===== src/logic/pdec_pkg.sv =====
`default_nettype none

package pdec_pkg;

  // ==================================================
  // instruction field types
  // ==================================================

  // raw fetch word, an rvc instruction sits in [15:0]
  typedef logic [31:0] inst_t;

  typedef logic [4:0] reg_idx_t;  // rd / rs1 index
  typedef logic [6:0] opcode_t;   // major opcode, bits 6:0

  // ==================================================
  // major opcodes (32-bit forms)
  // ==================================================
  localparam opcode_t OPC_JAL    = 7'b1101111;  // jal
  localparam opcode_t OPC_JALR   = 7'b1100111;  // jalr, funct3 checked by user
  localparam opcode_t OPC_BRANCH = 7'b1100011;  // beq/bne/blt/bge/bltu/bgeu
  localparam opcode_t OPC_AUIPC  = 7'b0010111;  // auipc

  // ==================================================
  // register numbers for the return stack
  // ==================================================

  // x1 and x5 are both treated as link registers
  localparam reg_idx_t REG_ZERO = 5'd0;
  localparam reg_idx_t REG_RA   = 5'd1;  // ra
  localparam reg_idx_t REG_T0   = 5'd5;  // t0, alternate link

endpackage

`default_nettype wire


===== src/logic/pdec_in_stage.sv =====
`timescale 1ns/1ps
`default_nettype none

module pdec_in_stage import pdec_pkg::*; (
  input  wire        forever_cpuclk,
  input  wire        rst,
  // fetch side
  input  wire        in_valid,
  output logic       in_ready,
  input  wire inst_t inst,
  input  wire        br,        // external branch hint
  // decode side
  output logic       dec_valid,
  input  wire        dec_ready,
  output inst_t      dec_inst,
  output logic       dec_br
);

  // ==================================================
  // one-slot input register
  // ==================================================
  assign in_ready = !dec_valid || dec_ready;  // empty or draining

  always_ff @(posedge forever_cpuclk) begin
    if (rst) begin
      dec_valid <= 1'b0;
    end else if (in_ready) begin
      dec_valid <= in_valid;
    end
  end

  // payload only moves on a transfer
  always_ff @(posedge forever_cpuclk) begin
    if (in_valid && in_ready) begin
      dec_inst <= inst;
      dec_br   <= br;
    end
  end

  // a stalled word must not change under the decoder
  a_hold_stable : assert property (
    @(posedge forever_cpuclk) disable iff (rst)
    (dec_valid && !dec_ready) |=> $stable(dec_inst)
  ) else $error("dec_inst changed while stalled");

endmodule

`default_nettype wire


===== src/logic/pdec_form_match.sv =====
`timescale 1ns/1ps
`default_nettype none

module pdec_form_match import pdec_pkg::*; (
  input  wire inst_t dec_inst,
  output logic       is_jal32,
  output logic       is_jalr32,
  output logic       is_cj,
  output logic       is_cjr,
  output logic       is_cjalr,
  output logic       is_auipc,
  output logic       jalr_tgt_vld,  // register-indirect target
  output logic       jal_dst_vld    // writes a link value to rd
);

  opcode_t    opcode;
  reg_idx_t   rd;
  logic [2:0] funct3;
  logic       c_cr_op;
  logic       rd_nz;

  assign opcode = dec_inst[6:0];
  assign rd     = dec_inst[11:7];  // also rs1 of the rvc cr form
  assign funct3 = dec_inst[14:12];
  assign rd_nz  = (rd != REG_ZERO);

  // quadrant 2 with rs2 field zero
  assign c_cr_op = (dec_inst[6:0] == 7'b0000010);

  // ==================================================
  // 32-bit forms
  // ==================================================
  assign is_jal32  = (opcode == OPC_JAL);
  assign is_jalr32 = (opcode == OPC_JALR) && (funct3 == 3'b000);
  assign is_auipc  = (opcode == OPC_AUIPC);

  // ==================================================
  // compressed forms
  // ==================================================
  assign is_cjr   = (dec_inst[15:12] == 4'b1000) && c_cr_op && rd_nz;
  assign is_cjalr = (dec_inst[15:12] == 4'b1001) && c_cr_op && rd_nz;
  assign is_cj    = (dec_inst[15:13] == 3'b101) && (dec_inst[1:0] == 2'b01);

  assign jalr_tgt_vld = is_jalr32 || is_cjr || is_cjalr;

  // c.jalr always writes x1
  assign jal_dst_vld = ((is_jal32 || is_jalr32) && rd_nz) || is_cjalr;

  // slot is not loaded before the first transfer
  always_comb begin
    a_one_form32 : assert final (
      $isunknown(dec_inst) || $onehot0({is_jal32, is_jalr32, is_auipc})
    ) else $error("more than one 32-bit form matched");
  end

endmodule

`default_nettype wire


===== src/logic/pdec_flow_class.sv =====
`timescale 1ns/1ps
`default_nettype none

module pdec_flow_class import pdec_pkg::*; (
  input  wire inst_t dec_inst,
  input  wire        dec_br,
  input  wire        is_jal32,
  input  wire        is_jalr32,
  input  wire        is_cj,
  input  wire        is_cjr,
  input  wire        is_cjalr,
  input  wire        is_auipc,
  input  wire        jalr_tgt_vld,
  input  wire        jal_dst_vld,
  output logic       auipc,
  output logic       jal,
  output logic       jalr,
  output logic       con_br,
  output logic       chgflw,
  output logic       branch,
  output logic       pc_oper,
  output logic       dst_vld
);

  logic abs_br;

  // ==================================================
  // branch hint split
  // ==================================================

  // the hint only says "some pc-relative branch", the word tells which
  assign abs_br = dec_br &&
                  ((dec_inst[2:1] == 2'b11) ||                // jal
                   ({dec_inst[14], dec_inst[1]} == 2'b00));   // c.j

  assign con_br = dec_br &&
                  ((dec_inst[2:1] == 2'b01) ||                // 32-bit bxx
                   ({dec_inst[14], dec_inst[1]} == 2'b10));   // c.beqz/c.bnez

  // ==================================================
  // class flags
  // ==================================================
  assign chgflw  = jalr_tgt_vld || abs_br;  // everything but cond branches
  assign branch  = jalr_tgt_vld || dec_br;  // includes cond branches
  assign pc_oper = dec_br || jalr_tgt_vld || is_auipc;
  assign auipc   = is_auipc;
  assign jal     = is_jal32 || is_cj;
  assign jalr    = jalr_tgt_vld;
  assign dst_vld = jal_dst_vld;

  // direct and indirect jump forms must never overlap
  always_comb begin
    a_jal_jalr_excl : assert final (
      $isunknown(dec_inst) ||
      !((is_jal32 || is_cj) && (is_jalr32 || is_cjr || is_cjalr))
    ) else $error("jal and jalr forms matched together");
  end

endmodule

`default_nettype wire


===== src/logic/pdec_ras_hint.sv =====
`timescale 1ns/1ps
`default_nettype none

module pdec_ras_hint import pdec_pkg::*; (
  input  wire inst_t dec_inst,
  input  wire        is_jal32,
  input  wire        is_jalr32,
  input  wire        is_cjr,
  input  wire        is_cjalr,
  output logic       pcall,    // push
  output logic       preturn,  // pop
  output logic       ind_br    // indirect, no ras action
);

  reg_idx_t rd;
  reg_idx_t rs1;
  logic     rd_link;
  logic     rs1_link;
  logic     jalr_ret;

  function automatic logic is_link(input reg_idx_t idx);
    return (idx == REG_RA) || (idx == REG_T0);
  endfunction

  assign rd  = dec_inst[11:7];   // rvc cr form keeps rs1 here
  assign rs1 = dec_inst[19:15];

  assign rd_link  = is_link(rd);
  assign rs1_link = is_link(rs1);

  // ==================================================
  // ras action table
  // ==================================================
  //   rd     rs1    rs1==rd   action
  //   !link  !link  -         none
  //   !link  link   -         pop
  //   link   !link  -         push
  //   link   link   0         push and pop
  //   link   link   1         push only

  // plain jalr return, no offset
  assign jalr_ret = is_jalr32 && rs1_link && (rs1 != rd) &&
                    (dec_inst[31:20] == 12'h000);

  assign pcall = ((is_jal32 || is_jalr32) && rd_link) ||
                 is_cjalr;                            // c.jalr links x1

  assign preturn = jalr_ret ||
                   (is_cjr && rd_link) ||
                   (is_cjalr && (rd == REG_T0));      // x1 is its own rd

  assign ind_br = (is_jalr32 && !jalr_ret) ||
                  (is_cjr && !rd_link) ||
                  (is_cjalr && (rd != REG_T0));

endmodule

`default_nettype wire


===== src/logic/pdec_offset.sv =====
`timescale 1ns/1ps
`default_nettype none

module pdec_offset import pdec_pkg::*; #(
  parameter int OFFSET_W = 21
) (
  input  wire inst_t         dec_inst,
  output logic [OFFSET_W-1:0] offset
);

  opcode_t            opcode;
  logic               sel_jal;
  logic               sel_jalr;
  logic               sel_b;
  logic               sel_cj;
  logic               sel_cb;
  logic signed [20:0] imm_jal;
  logic signed [11:0] imm_jalr;
  logic signed [12:0] imm_b;
  logic signed [11:0] imm_cj;
  logic signed [8:0]  imm_cb;

  assign opcode = dec_inst[6:0];

  // ==================================================
  // format selects
  // ==================================================
  assign sel_jal  = (opcode == OPC_JAL);
  assign sel_jalr = (opcode == OPC_JALR);    // any funct3
  assign sel_b    = (opcode == OPC_BRANCH);
  assign sel_cj   = ({dec_inst[15:13], dec_inst[1:0]} == 5'b101_01);
  assign sel_cb   = ({dec_inst[15:14], dec_inst[1:0]} == 4'b11_01);

  // ==================================================
  // immediates at native width
  // ==================================================
  assign imm_jal = {dec_inst[31], dec_inst[19:12], dec_inst[20],
                    dec_inst[30:21], 1'b0};

  assign imm_jalr = dec_inst[31:20];

  assign imm_b = {dec_inst[31], dec_inst[7], dec_inst[30:25],
                  dec_inst[11:8], 1'b0};

  // c.j: imm[11|4|9:8|10|6|7|3:1|5]
  assign imm_cj = {dec_inst[12], dec_inst[8], dec_inst[10:9], dec_inst[6],
                   dec_inst[7], dec_inst[2], dec_inst[11], dec_inst[5:3], 1'b0};

  // c.beqz/c.bnez: imm[8|4:3] in 12:10, imm[7:6|2:1|5] in 6:2
  assign imm_cb = {dec_inst[12], dec_inst[6:5], dec_inst[2],
                   dec_inst[11:10], dec_inst[4:3], 1'b0};

  // ==================================================
  // and-or select, zero when nothing matches
  // ==================================================
  assign offset = ({OFFSET_W{sel_jal}}  & OFFSET_W'(imm_jal))
                | ({OFFSET_W{sel_jalr}} & OFFSET_W'(imm_jalr))
                | ({OFFSET_W{sel_b}}    & OFFSET_W'(imm_b))
                | ({OFFSET_W{sel_cj}}   & OFFSET_W'(imm_cj))
                | ({OFFSET_W{sel_cb}}   & OFFSET_W'(imm_cb));  // casts sign-extend

  always_comb begin
    a_one_sel : assert final (
      $isunknown(dec_inst) ||
      $onehot0({sel_jal, sel_jalr, sel_b, sel_cj, sel_cb})
    ) else $error("overlapping offset formats");
  end

endmodule

`default_nettype wire


===== src/logic/pdec_out_stage.sv =====
`timescale 1ns/1ps
`default_nettype none

module pdec_out_stage #(
  parameter int OFFSET_W = 21
) (
  input  wire                 forever_cpuclk,
  input  wire                 rst,
  // decode side
  input  wire                 dec_valid,
  output logic                dec_ready,
  input  wire                 auipc,
  input  wire                 branch,
  input  wire                 chgflw,
  input  wire                 con_br,
  input  wire                 dst_vld,
  input  wire                 ind_br,
  input  wire                 jal,
  input  wire                 jalr,
  input  wire                 pc_oper,
  input  wire                 pcall,
  input  wire                 preturn,
  input  wire [OFFSET_W-1:0]  offset,
  // consumer side
  output logic                out_valid,
  input  wire                 out_ready,
  output logic                o_auipc,
  output logic                o_branch,
  output logic                o_chgflw,
  output logic                o_con_br,
  output logic                o_dst_vld,
  output logic                o_ind_br,
  output logic                o_jal,
  output logic                o_jalr,
  output logic                o_pc_oper,
  output logic                o_pcall,
  output logic                o_preturn,
  output logic [OFFSET_W-1:0] o_offset
);

  // ==================================================
  // one-slot result register
  // ==================================================
  assign dec_ready = !out_valid || out_ready;

  always_ff @(posedge forever_cpuclk) begin
    if (rst) begin
      out_valid <= 1'b0;
    end else if (dec_ready) begin
      out_valid <= dec_valid;
    end
  end

  always_ff @(posedge forever_cpuclk) begin
    if (dec_valid && dec_ready) begin
      o_auipc   <= auipc;
      o_branch  <= branch;
      o_chgflw  <= chgflw;
      o_con_br  <= con_br;
      o_dst_vld <= dst_vld;
      o_ind_br  <= ind_br;
      o_jal     <= jal;
      o_jalr    <= jalr;
      o_pc_oper <= pc_oper;
      o_pcall   <= pcall;
      o_preturn <= preturn;
      o_offset  <= offset;
    end
  end

  // result may not vanish before the sink takes it
  a_valid_held : assert property (
    @(posedge forever_cpuclk) disable iff (rst)
    (out_valid && !out_ready) |=> out_valid
  ) else $error("out_valid dropped without a transfer");

endmodule

`default_nettype wire


===== src/logic/pdec_top.sv =====
`timescale 1ns/1ps
`default_nettype none

module pdec_top import pdec_pkg::*; #(
  parameter int OFFSET_W = 21
) (
  input  wire                 forever_cpuclk,
  input  wire                 rst,
  input  wire                 in_valid,
  output logic                in_ready,
  input  wire inst_t          inst,
  input  wire                 br,
  output logic                out_valid,
  input  wire                 out_ready,
  output logic                auipc,
  output logic                branch,
  output logic                chgflw,
  output logic                con_br,
  output logic                dst_vld,
  output logic                ind_br,
  output logic                jal,
  output logic                jalr,
  output logic                pc_oper,
  output logic                pcall,
  output logic                preturn,
  output logic [OFFSET_W-1:0] offset
);

  // ==================================================
  // stage 1 to decode
  // ==================================================
  logic  dec_valid;
  logic  dec_ready;
  inst_t dec_inst;
  logic  dec_br;

  // form strobes
  logic is_jal32;
  logic is_jalr32;
  logic is_cj;
  logic is_cjr;
  logic is_cjalr;
  logic is_auipc;
  logic jalr_tgt_vld;
  logic jal_dst_vld;

  // unregistered results
  logic                dec_auipc;
  logic                dec_branch;
  logic                dec_chgflw;
  logic                dec_con_br;
  logic                dec_dst_vld;
  logic                dec_ind_br;
  logic                dec_jal;
  logic                dec_jalr;
  logic                dec_pc_oper;
  logic                dec_pcall;
  logic                dec_preturn;
  logic [OFFSET_W-1:0] dec_offset;

  pdec_in_stage u_in_stage (
    .forever_cpuclk (forever_cpuclk),
    .rst            (rst),
    .in_valid       (in_valid),
    .in_ready       (in_ready),
    .inst           (inst),
    .br             (br),
    .dec_valid      (dec_valid),
    .dec_ready      (dec_ready),
    .dec_inst       (dec_inst),
    .dec_br         (dec_br)
  );

  // ==================================================
  // decode
  // ==================================================
  pdec_form_match u_form_match (
    .dec_inst     (dec_inst),
    .is_jal32     (is_jal32),
    .is_jalr32    (is_jalr32),
    .is_cj        (is_cj),
    .is_cjr       (is_cjr),
    .is_cjalr     (is_cjalr),
    .is_auipc     (is_auipc),
    .jalr_tgt_vld (jalr_tgt_vld),
    .jal_dst_vld  (jal_dst_vld)
  );

  pdec_flow_class u_flow_class (
    .dec_inst     (dec_inst),
    .dec_br       (dec_br),
    .is_jal32     (is_jal32),
    .is_jalr32    (is_jalr32),
    .is_cj        (is_cj),
    .is_cjr       (is_cjr),
    .is_cjalr     (is_cjalr),
    .is_auipc     (is_auipc),
    .jalr_tgt_vld (jalr_tgt_vld),
    .jal_dst_vld  (jal_dst_vld),
    .auipc        (dec_auipc),
    .jal          (dec_jal),
    .jalr         (dec_jalr),
    .con_br       (dec_con_br),
    .chgflw       (dec_chgflw),
    .branch       (dec_branch),
    .pc_oper      (dec_pc_oper),
    .dst_vld      (dec_dst_vld)
  );

  pdec_ras_hint u_ras_hint (
    .dec_inst  (dec_inst),
    .is_jal32  (is_jal32),
    .is_jalr32 (is_jalr32),
    .is_cjr    (is_cjr),
    .is_cjalr  (is_cjalr),
    .pcall     (dec_pcall),
    .preturn   (dec_preturn),
    .ind_br    (dec_ind_br)
  );

  pdec_offset #(
    .OFFSET_W (OFFSET_W)
  ) u_offset (
    .dec_inst (dec_inst),
    .offset   (dec_offset)
  );

  // ==================================================
  // stage 2
  // ==================================================
  pdec_out_stage #(
    .OFFSET_W (OFFSET_W)
  ) u_out_stage (
    .forever_cpuclk (forever_cpuclk),
    .rst            (rst),
    .dec_valid      (dec_valid),
    .dec_ready      (dec_ready),
    .auipc          (dec_auipc),
    .branch         (dec_branch),
    .chgflw         (dec_chgflw),
    .con_br         (dec_con_br),
    .dst_vld        (dec_dst_vld),
    .ind_br         (dec_ind_br),
    .jal            (dec_jal),
    .jalr           (dec_jalr),
    .pc_oper        (dec_pc_oper),
    .pcall          (dec_pcall),
    .preturn        (dec_preturn),
    .offset         (dec_offset),
    .out_valid      (out_valid),
    .out_ready      (out_ready),
    .o_auipc        (auipc),
    .o_branch       (branch),
    .o_chgflw       (chgflw),
    .o_con_br       (con_br),
    .o_dst_vld      (dst_vld),
    .o_ind_br       (ind_br),
    .o_jal          (jal),
    .o_jalr         (jalr),
    .o_pc_oper      (pc_oper),
    .o_pcall        (pcall),
    .o_preturn      (preturn),
    .o_offset       (offset)
  );

endmodule

`default_nettype wire


===== config.mk =====
export PLATFORM = sky130hd
export DESIGN_NAME = pdec_top
export DESIGN_NICKNAME = d
export VERILOG_FILES = /design/src/logic/pdec_pkg.sv /design/src/logic/pdec_in_stage.sv /design/src/logic/pdec_form_match.sv /design/src/logic/pdec_flow_class.sv /design/src/logic/pdec_ras_hint.sv /design/src/logic/pdec_offset.sv /design/src/logic/pdec_out_stage.sv /design/src/logic/pdec_top.sv
export SDC_FILE = /design/constraint.sdc
export NUM_CORES = 1
export LEC_CHECK = 0
export BUFFER_PORTS_ARGS = -buffer_cell sky130_fd_sc_hd__clkbuf_2
export CELL_PAD_IN_SITES_DETAIL_PLACEMENT = 2
export CELL_PAD_IN_SITES_GLOBAL_PLACEMENT = 2
export CORE_UTILIZATION = 32
export CTS_BUF_LIST = sky130_fd_sc_hd__clkbuf_8 sky130_fd_sc_hd__clkbuf_16
export DETAILED_ROUTE_END_ITERATION = 6
export PLACE_DENSITY_LB_ADDON = 0.12
export SLEW_MARGIN = 20
export SYNTH_ARGS = -nofsm -noshare
export SYNTH_HDL_FRONTEND = slang
export SYNTH_SLANG_ARGS = --single-unit

===== constraint.sdc =====
create_clock -name forever_cpuclk -period 2.2 [get_ports forever_cpuclk]
set_input_delay 0.11 -clock forever_cpuclk [delete_from_list [all_inputs] [get_ports forever_cpuclk]]
set_output_delay 0.11 -clock forever_cpuclk [all_outputs]
set_load 0.005 [all_outputs]

==> run summary, run 1 <==
The congestion estimate from routability-driven global placement came to 0.762. After detailed routing, the total wire length is 7160 um. For the pin with the worst max-slew slack, the measured transition is 0.462 ns. The post-route fraction of the period consumed by the critical path is 0.839, and the number of violations reported at the end of detailed-routing iteration 0 is 75. Count of final max-slew check failures: 0. After synthesis the cells add up to 2730 um2. The run gives 0 as the count of inserted antenna diode cells. The fraction of registers with async set or reset after synthesis came out at 0. Summed over all failing endpoints, the final setup total negative slack is 0 ns.

The count of buffers added on input and output ports is 70. The number of clock sinks was 67; the total of cells resized after clock tree synthesis was 0. By instance count, the leading cell after synthesis is edfxtp_1. Timing would allow up to 0.542 GHz. The number of storage elements in the synthesis netlist was 67; the die width was 94.3 um. Once placement finished, the instance area stood at 3220 um2.

The clock arrives with 0.0100 ns of skew. The estimated wirelength of the detail-placed design is 4940 um. The critical-path maximum fanout is 5. The post-detailed-route wirelength per cell was 17.9 um.

The tools report the number of nets at the end of the flow as 326. The slowest stage of the critical path belongs to the cell edfxtp_1. After routing the design area is 3750 um2. The aggregate global-route resource usage is 0.182.

The clock period minus worst slack works out to 1.85 ns. The number of hold-slack violations in the final timing report is 0, and the mean cell area of the mapped netlist is 15.9 um2. Yosys mapped a number of flops with a built-in enable equal to 65.

Sorting the synthesized cells by area gives the leading types as edfxtp_1 72%, a21o_1 2.2%, a221o_1 1.5%. The register name with the most flops was u_in_stage.dec_inst. Summed over all layers, the global routing overflow is 0. The effective utilization at floorplan came out at 0.332.

The power per standard cell area came out at 726 nW/um2. Via-per-instance ratio: 4.93. The run finished with clean final reports. The root buffer cell chosen for the clock tree is clkbuf_8.

The iteration count of the initial detailed-routing pass is 4. The run gives 2176 as the via count of the first global-routing pass. TritonCTS built the clock tree. After clock tree synthesis, the clock-pin slew on the worst setup and hold paths is 0.07 ns.

Setup repair after global routing left no endpoint under its margin. Register area share after synthesis: 0.730. The run gives 0.689 as the normalized max-slew margin. STA classifies the critical path endpoint as a flop. Share of final-layout standard cells stronger than drive strength 1: 0.347.

71 I/O pins were placed. The total area inside the core boundary comes to 8220 um2. The fraction of synthesized cell area taken by the top area cell type came out at 0.716.

The number of vias in the routed layout is 1969. Static power due to leakage: 1.53 nW. The total number of placement rows came out at 33. Height of the die: 94.3 um. The prevailing post-synth register cell was edfxtp_1. The filler cells instantiated in the layout total 847.

The worst setup path is of the reg2reg kind. The run gives 0 as the remaining routing DRC violations. In this design, the stage delay of the slowest critical-path cell is 0.49 ns. For the total power after layout, the log shows 2.72 mW. The number of max-cap violations came out at 0. The worst hold path belongs to the class in2reg. The worst vdd rail ir drop is 327 uV. The largest registers in the layout are u_in_stage.dec_inst: 32 flops, u_out_stage.o_offset: 21 flops.

The number of distinct library cells after synthesis is 47. The number of hold buffers added after CTS was 35. Traced cell by cell, the critical path runs through or3_4 > o2111ai_2 > nand3_2 > or2_1.

The TritonCTS buffer count is 9. The synthesized design spends more area on one cell type than any other, namely edfxtp_1. The area growth from synthesis to layout is 37.5%.

By count the netlist is led by 65 x edfxtp_1, 10 x nor2_1, 9 x nand2_1. For the worst setup path, the data required time is 2.29 ns. The number of nets in the synthesized netlist is 209.

The final antenna-violating net count was 0. The run gives 0 as the final setup violation count. The maximum clock path buffer count is 2. The tools report the global-route wire length before repair as 11500 um. The critical path arrival was 1.93 ns; the number of post-CTS setup repair buffers was 0.

Entering global routing, the biggest net connects 34 pins. Synthesis produced 172 cells. The H-tree was split into 3 levels. The floorplan step defined a die boundary enclosing 8900 um2. Yosys printed 0 warnings. The number of antenna violations at the first check in global routing came out at 0. At the later pin of the worst-skew pair, clock insertion delay measures 0.34 ns. The register with the most flip-flops in the layout has 32 of them.

Critical path startpoint category: a flop.
[layout by cell type (no fill, tap or decap), types with 2 or more instances in the layout]
cell type,n
nor4_1,3
a21o_1,8
nor3_1,2
dlygate4sd3_1,35
edfxtp_1,65
a221o_1,4
clkbuf_2,70
and2_1,2
xor2_1,2
buf_4,7
and3_1,3
inv_1,5
a32o_1,2
nor2_1,10
nand2_1,9
a22oi_1,2
nand4_1,2
clkinv_2,3
dfxtp_1,2
clkbuf_8,9
or2_1,3
and4_1,2
xnor2_1,3
and3b_1,2
nor2b_1,2
a22o_1,3
o21ai_0,7
nor4b_2,2
[layout make-up]
cell class                      count  area (um2)  area share
Multi-Input combinational cell     95         676       0.180
Inverter                            4        15.0     0.00400
Sequential cell                    67        1990       0.531
Clock inverter                      7        60.1      0.0160
Timing Repair Buffer              112         753       0.201
Tap cell                          105         131      0.0350
Clock buffer                        9         124      0.0330
[metrics by stage]
step / worst slack, ns / std cells / hold WS, ns / utilization
after floorplan: 0.419 / 172 / 0.182 / -
after global placement: 0.396 / 348 / 0.288 / 0.392
after detailed placement: 0.360 / 348 / 0.289 / 0.392
after CTS: 0.347 / 399 / 0.0894 / 0.457
after global routing: 0.255 / 399 / 0.141 / 0.457
final: 0.355 / 399 / 0.107 / 0.457
[worst max-delay path: cells and delay by family (launching register included)]
| family | cells | cell delay (ns) |
|---|---|---|
| AO/OA/AOI/OAI | 1 | 0.31 |
| AND/OR/NAND/NOR | 3 | 0.79 |
| flip-flops | 1 | 0.49 |
[cell families after synthesis]
family                    after synthesis  share of synthesized area
buffers and inverters                  10                     0.0229
DFF                                    67                      0.730
muxes                                   2                    0.00780
xor gates and xnor gates                5                     0.0161
AOI/OAI and AO/OA                      37                      0.106
and+or+nand+nor                        51                      0.117
[worst paths after layout]
check	from	to	slack [ns]	cells past startpoint
setup / recovery	u_in_stage.dec_inst[8]$_DFFE_PP_	u_out_stage.o_pc_oper$_DFFE_PP_	0.35	4
hold / removal	out_ready	u_out_stage.out_valid$_SDFFE_PP0P_	0.11	4
setup reg to reg	u_in_stage.dec_inst[8]$_DFFE_PP_	u_out_stage.o_pc_oper$_DFFE_PP_	0.35	4
hold reg to reg	u_in_stage.dec_valid$_SDFFE_PP0N_	u_out_stage.out_valid$_SDFFE_PP0P_	0.54	2
[layer usage]
metal	vias to the layer above	share of wire	GRT usage
met5	-	0	0
met2	61	0.52	0.318
li1	915	-	-
met1	983	0.42	0.219
met3	10	0.044	0.0396
met4	0	0.015	0.0654
[report_power, final]
| group | total (mW) | switching, mW | internal, mW |
|---|---|---|---|
| clock network | 0.967 | 0.458 | 0.509 |
| logic | 0.228 | 0.105 | 0.123 |
| registers | 1.53 | 0.0508 | 1.48 |
Power figures use the tool's default switching activity.
==> run 2, diff against run 1 <==
--- a/config.mk
+++ b/config.mk
@@ -8,7 +8,7 @@
 export BUFFER_PORTS_ARGS = -buffer_cell sky130_fd_sc_hd__clkbuf_2
 export CELL_PAD_IN_SITES_DETAIL_PLACEMENT = 2
 export CELL_PAD_IN_SITES_GLOBAL_PLACEMENT = 2
-export CORE_UTILIZATION = 32
+export CORE_UTILIZATION = 36
 export CTS_BUF_LIST = sky130_fd_sc_hd__clkbuf_8 sky130_fd_sc_hd__clkbuf_16
 export DETAILED_ROUTE_END_ITERATION = 6
 export PLACE_DENSITY_LB_ADDON = 0.12
==> constraint.sdc (replaced) <==
create_clock -name forever_cpuclk -period 1.8 [get_ports forever_cpuclk]
set_input_delay 0.09 -clock forever_cpuclk [delete_from_list [all_inputs] [get_ports forever_cpuclk]]
set_output_delay 0.09 -clock forever_cpuclk [all_outputs]
set_load 0.005 [all_outputs]
==> run 2 against run 1 <==
  * Worst setup slack worse by 0.31 ns
  * Via count is 3.6% higher
  * Total power is 18% higher
  * Core utilization is 7.6 points higher
  * Largest cell class unchanged
  * Wire length is 14% higher
  * Critical endpoint is now u_out_stage.o_offset[3]$_DFFE_PP_
  * Clock skew hardly changed
  * Fmax is 5.1% higher
  * Die area is 11% lower
  * Worst hold slack worse by 0.042 ns
  * Non-clock buffer count is 15 higher
==> run summary, run 2 (synthesized netlist as in run 1, its figures left out) <==
Number of antenna violations at the first check in global routing: 0. Global routing finished with a remaining overflow of 0. Summing all placed instances gives a cell area of 3260 um2. The tool flagged a number of max-cap violations equal to 0.

The number of I/O port buffers came out at 70. The master of the slowest instance on the critical path was edfxtp_1. The number of inserted filler cells in the final layout came out at 728. The sum of negative setup slack came out at 0 ns. In the final layout, the registers with the most flip-flops are u_in_stage.dec_inst: 32 flops, u_out_stage.o_offset: 21 flops. The congestion estimate from routability-driven global placement came to 0.813.

The top cell types in the final layout, fill and taps aside, are 70 x clkbuf_2, 65 x edfxtp_1, 35 x dlygate4sd3_1. The number of flip-flops under the largest register name was 32; the post-detailed-route wirelength per cell was 20.1 um. The tools report the aggregate global-route resource usage as 0.221. The logs give 2039 for the number of vias in the routed layout and 0 for the count of final max-slew check failures.

The clock transition at the registers of the reported paths came out at 0.07 ns. CTS placed an instance of clkbuf_8 at the clock tree root. For the iteration count of the initial detailed-routing pass, the log shows 5. In the final design database the tool counted 341 nets. Number of hold-slack violations in the final timing report: 0. Detailed placement finished with a half-perimeter wire length of 5350 um.

The logs give 0.699 for the normalized max-slew margin and 0.759 mW for the switching power of the nets. In the routed design, unresolved DRC markers number 0. Dividing total power by cell area gives a power density of 830 nW/um2. The first global-routing pass estimated 12000 um of wire. Static timing analysis puts the maximum clock frequency at 0.569 GHz. Setup repair after global routing could not meet its margin everywhere.

Across the VDD grid, the largest voltage drop is 630 uV. The area added between synthesis and finish came out at 42.3%. The critical path class was reg2reg. The later-pin clock latency in the skew report came out at 0.34 ns.

After detailed routing, the total wire length is 8180 um. Entering global routing, the biggest net connects 34 pins. The category of the worst setup path capture point is a flop. The internal power of the cells totals 2.46 mW. Using the TritonRoute via totals, the vias-per-cell ratio works out to 5.00. The floorplan step set the die height to 89.0 um. For the part of the power in the clock network, the log shows 0.318. The clock period minus worst slack is 1.76 ns, and the slew of the pin with the lowest slew margin is 0.452 ns. For the effective utilization at floorplan, the log shows 0.374. The combined buffer and inverter count along the critical path is 1, and the share of final-layout standard cells stronger than drive strength 1 is 0.385. The tightest min-delay check is of the in2reg type. Clock tree synthesis found a total of 67 sinks. The count of inserted antenna diode cells is 0. The final setup violation count came out at 0. TritonCTS built the clock tree. The switching part of the total was 0.236; the post-route cell area was 3880 um2. The post-route fraction of the period consumed by the critical path came out at 0.976. The required time at the endpoint of the critical path is 1.88 ns, and the maximum cell stage delay along the critical path is 0.61 ns. The maximum level of the CTS H-tree is 3.

The critical path arrival is 1.84 ns. The critical-path maximum fanout works out to 12. The floorplan has 31 rows.

Via count of the first global-routing pass: 2190. For the maximum clock path buffer count, the log shows 2. The kind of cell with the highest combined delay along the critical path is compound AO/OA/AOI/OAI gates. Counting the buffers created by CTS gives 9. For this design the static power due to leakage is 1.60 nW. The tools report the sequential cell fraction of total power as 0.579. The area of the core region was 7290 um2; the portion of total power attributed to combinational logic was 0.103. The die covers 7930 um2. Leaving out fill and tap cells, the most frequent cell in the layout is clkbuf_2. For the final antenna-violating net count, the log shows 0. STA classifies the critical path startpoint as a flop. The signal on the critical path passes through nor2_1 > a32o_1 > a222oi_1 > inv_1. The die width is 89.0 um, and the boundary pin count is 71.

The run finished with clean final reports. The register with the most flip-flops in the final layout is u_in_stage.dec_inst. The logs give 0.00959 ns for the setup skew after layout and 141 for the number of violations reported at the end of detailed-routing iteration 0.
## run 2: repair_timing
item / CTS / global route
pin swaps: 0 / 4
setup buffers: 4 / 6
setup endpoints to repair: 3 / 9
resized for setup: 1 / 4
hold buffers: 35 / 0
hold endpoints to repair: 35 / 0
## run 2: metal layers
metal / up-vias / wire length [um] / track usage
met5: - / 0 / 0
met3: 11 / 303 / 0.0554
met1: 1026 / 3200 / 0.249
met4: 0 / 172 / 0.0823
li1: 946 / - / -
met2: 56 / 4500 / 0.403
## run 2: stage by stage
| step | std cells | hold WS [ns] | util | total power, mW | setup slack, ns |
|---|---|---|---|---|---|
| after floorplan | 172 | 0.162 | - | 1.98 | 0.0189 |
| after global placement | 347 | 0.268 | 0.447 | 2.13 | 0.0429 |
| after detailed placement | 347 | 0.269 | 0.447 | 2.14 | -0.0399 |
| after CTS | 402 | 0.0570 | 0.522 | 3.24 | 0.00133 |
| after global routing | 408 | 0.0771 | 0.532 | 3.35 | -0.0259 |
| final | 408 | 0.0653 | 0.532 | 3.22 | 0.0436 |
## run 2: final timing paths
path	depth (start not counted)	slack [ns]	end	start
hold / removal	4	0.07	u_out_stage.out_valid$_SDFFE_PP0P_	out_ready
hold reg to reg	2	0.51	u_out_stage.out_valid$_SDFFE_PP0P_	u_in_stage.dec_valid$_SDFFE_PP0N_
setup reg to reg	4	0.04	u_out_stage.o_offset[3]$_DFFE_PP_	u_in_stage.dec_inst[2]$_DFFE_PP_
setup / recovery	4	0.04	u_out_stage.o_offset[3]$_DFFE_PP_	u_in_stage.dec_inst[2]$_DFFE_PP_
## run 2: worst reg2reg max path: stages (launching register included)
cell and delay (ns):
edfxtp_1 0.61, nor2_1 0.17, a32o_1 0.30, a222oi_1 0.34
inv_1 0.10
## run 2: cell type report
class | instances | area [um2] | area share
Sequential cell | 67 | 1990 | 0.513
Inverter | 4 | 15.0 | 0.00387
Multi-Input combinational cell | 95 | 712 | 0.183
Clock buffer | 9 | 124 | 0.0319
Tap cell | 99 | 124 | 0.0319
Timing Repair Buffer | 127 | 878 | 0.226
Clock inverter | 7 | 37.5 | 0.00967
## run 2: power by group through the flow
stage | logic [mW] | clock network, mW | registers, mW
floorplan | 0.0997 | 0 | 1.88
detailed placement | 0.239 | 0 | 1.90
global placement | 0.228 | 0 | 1.90
finish | 0.331 | 1.02 | 1.87
global route | 0.358 | 1.12 | 1.88
CTS | 0.311 | 1.06 | 1.87
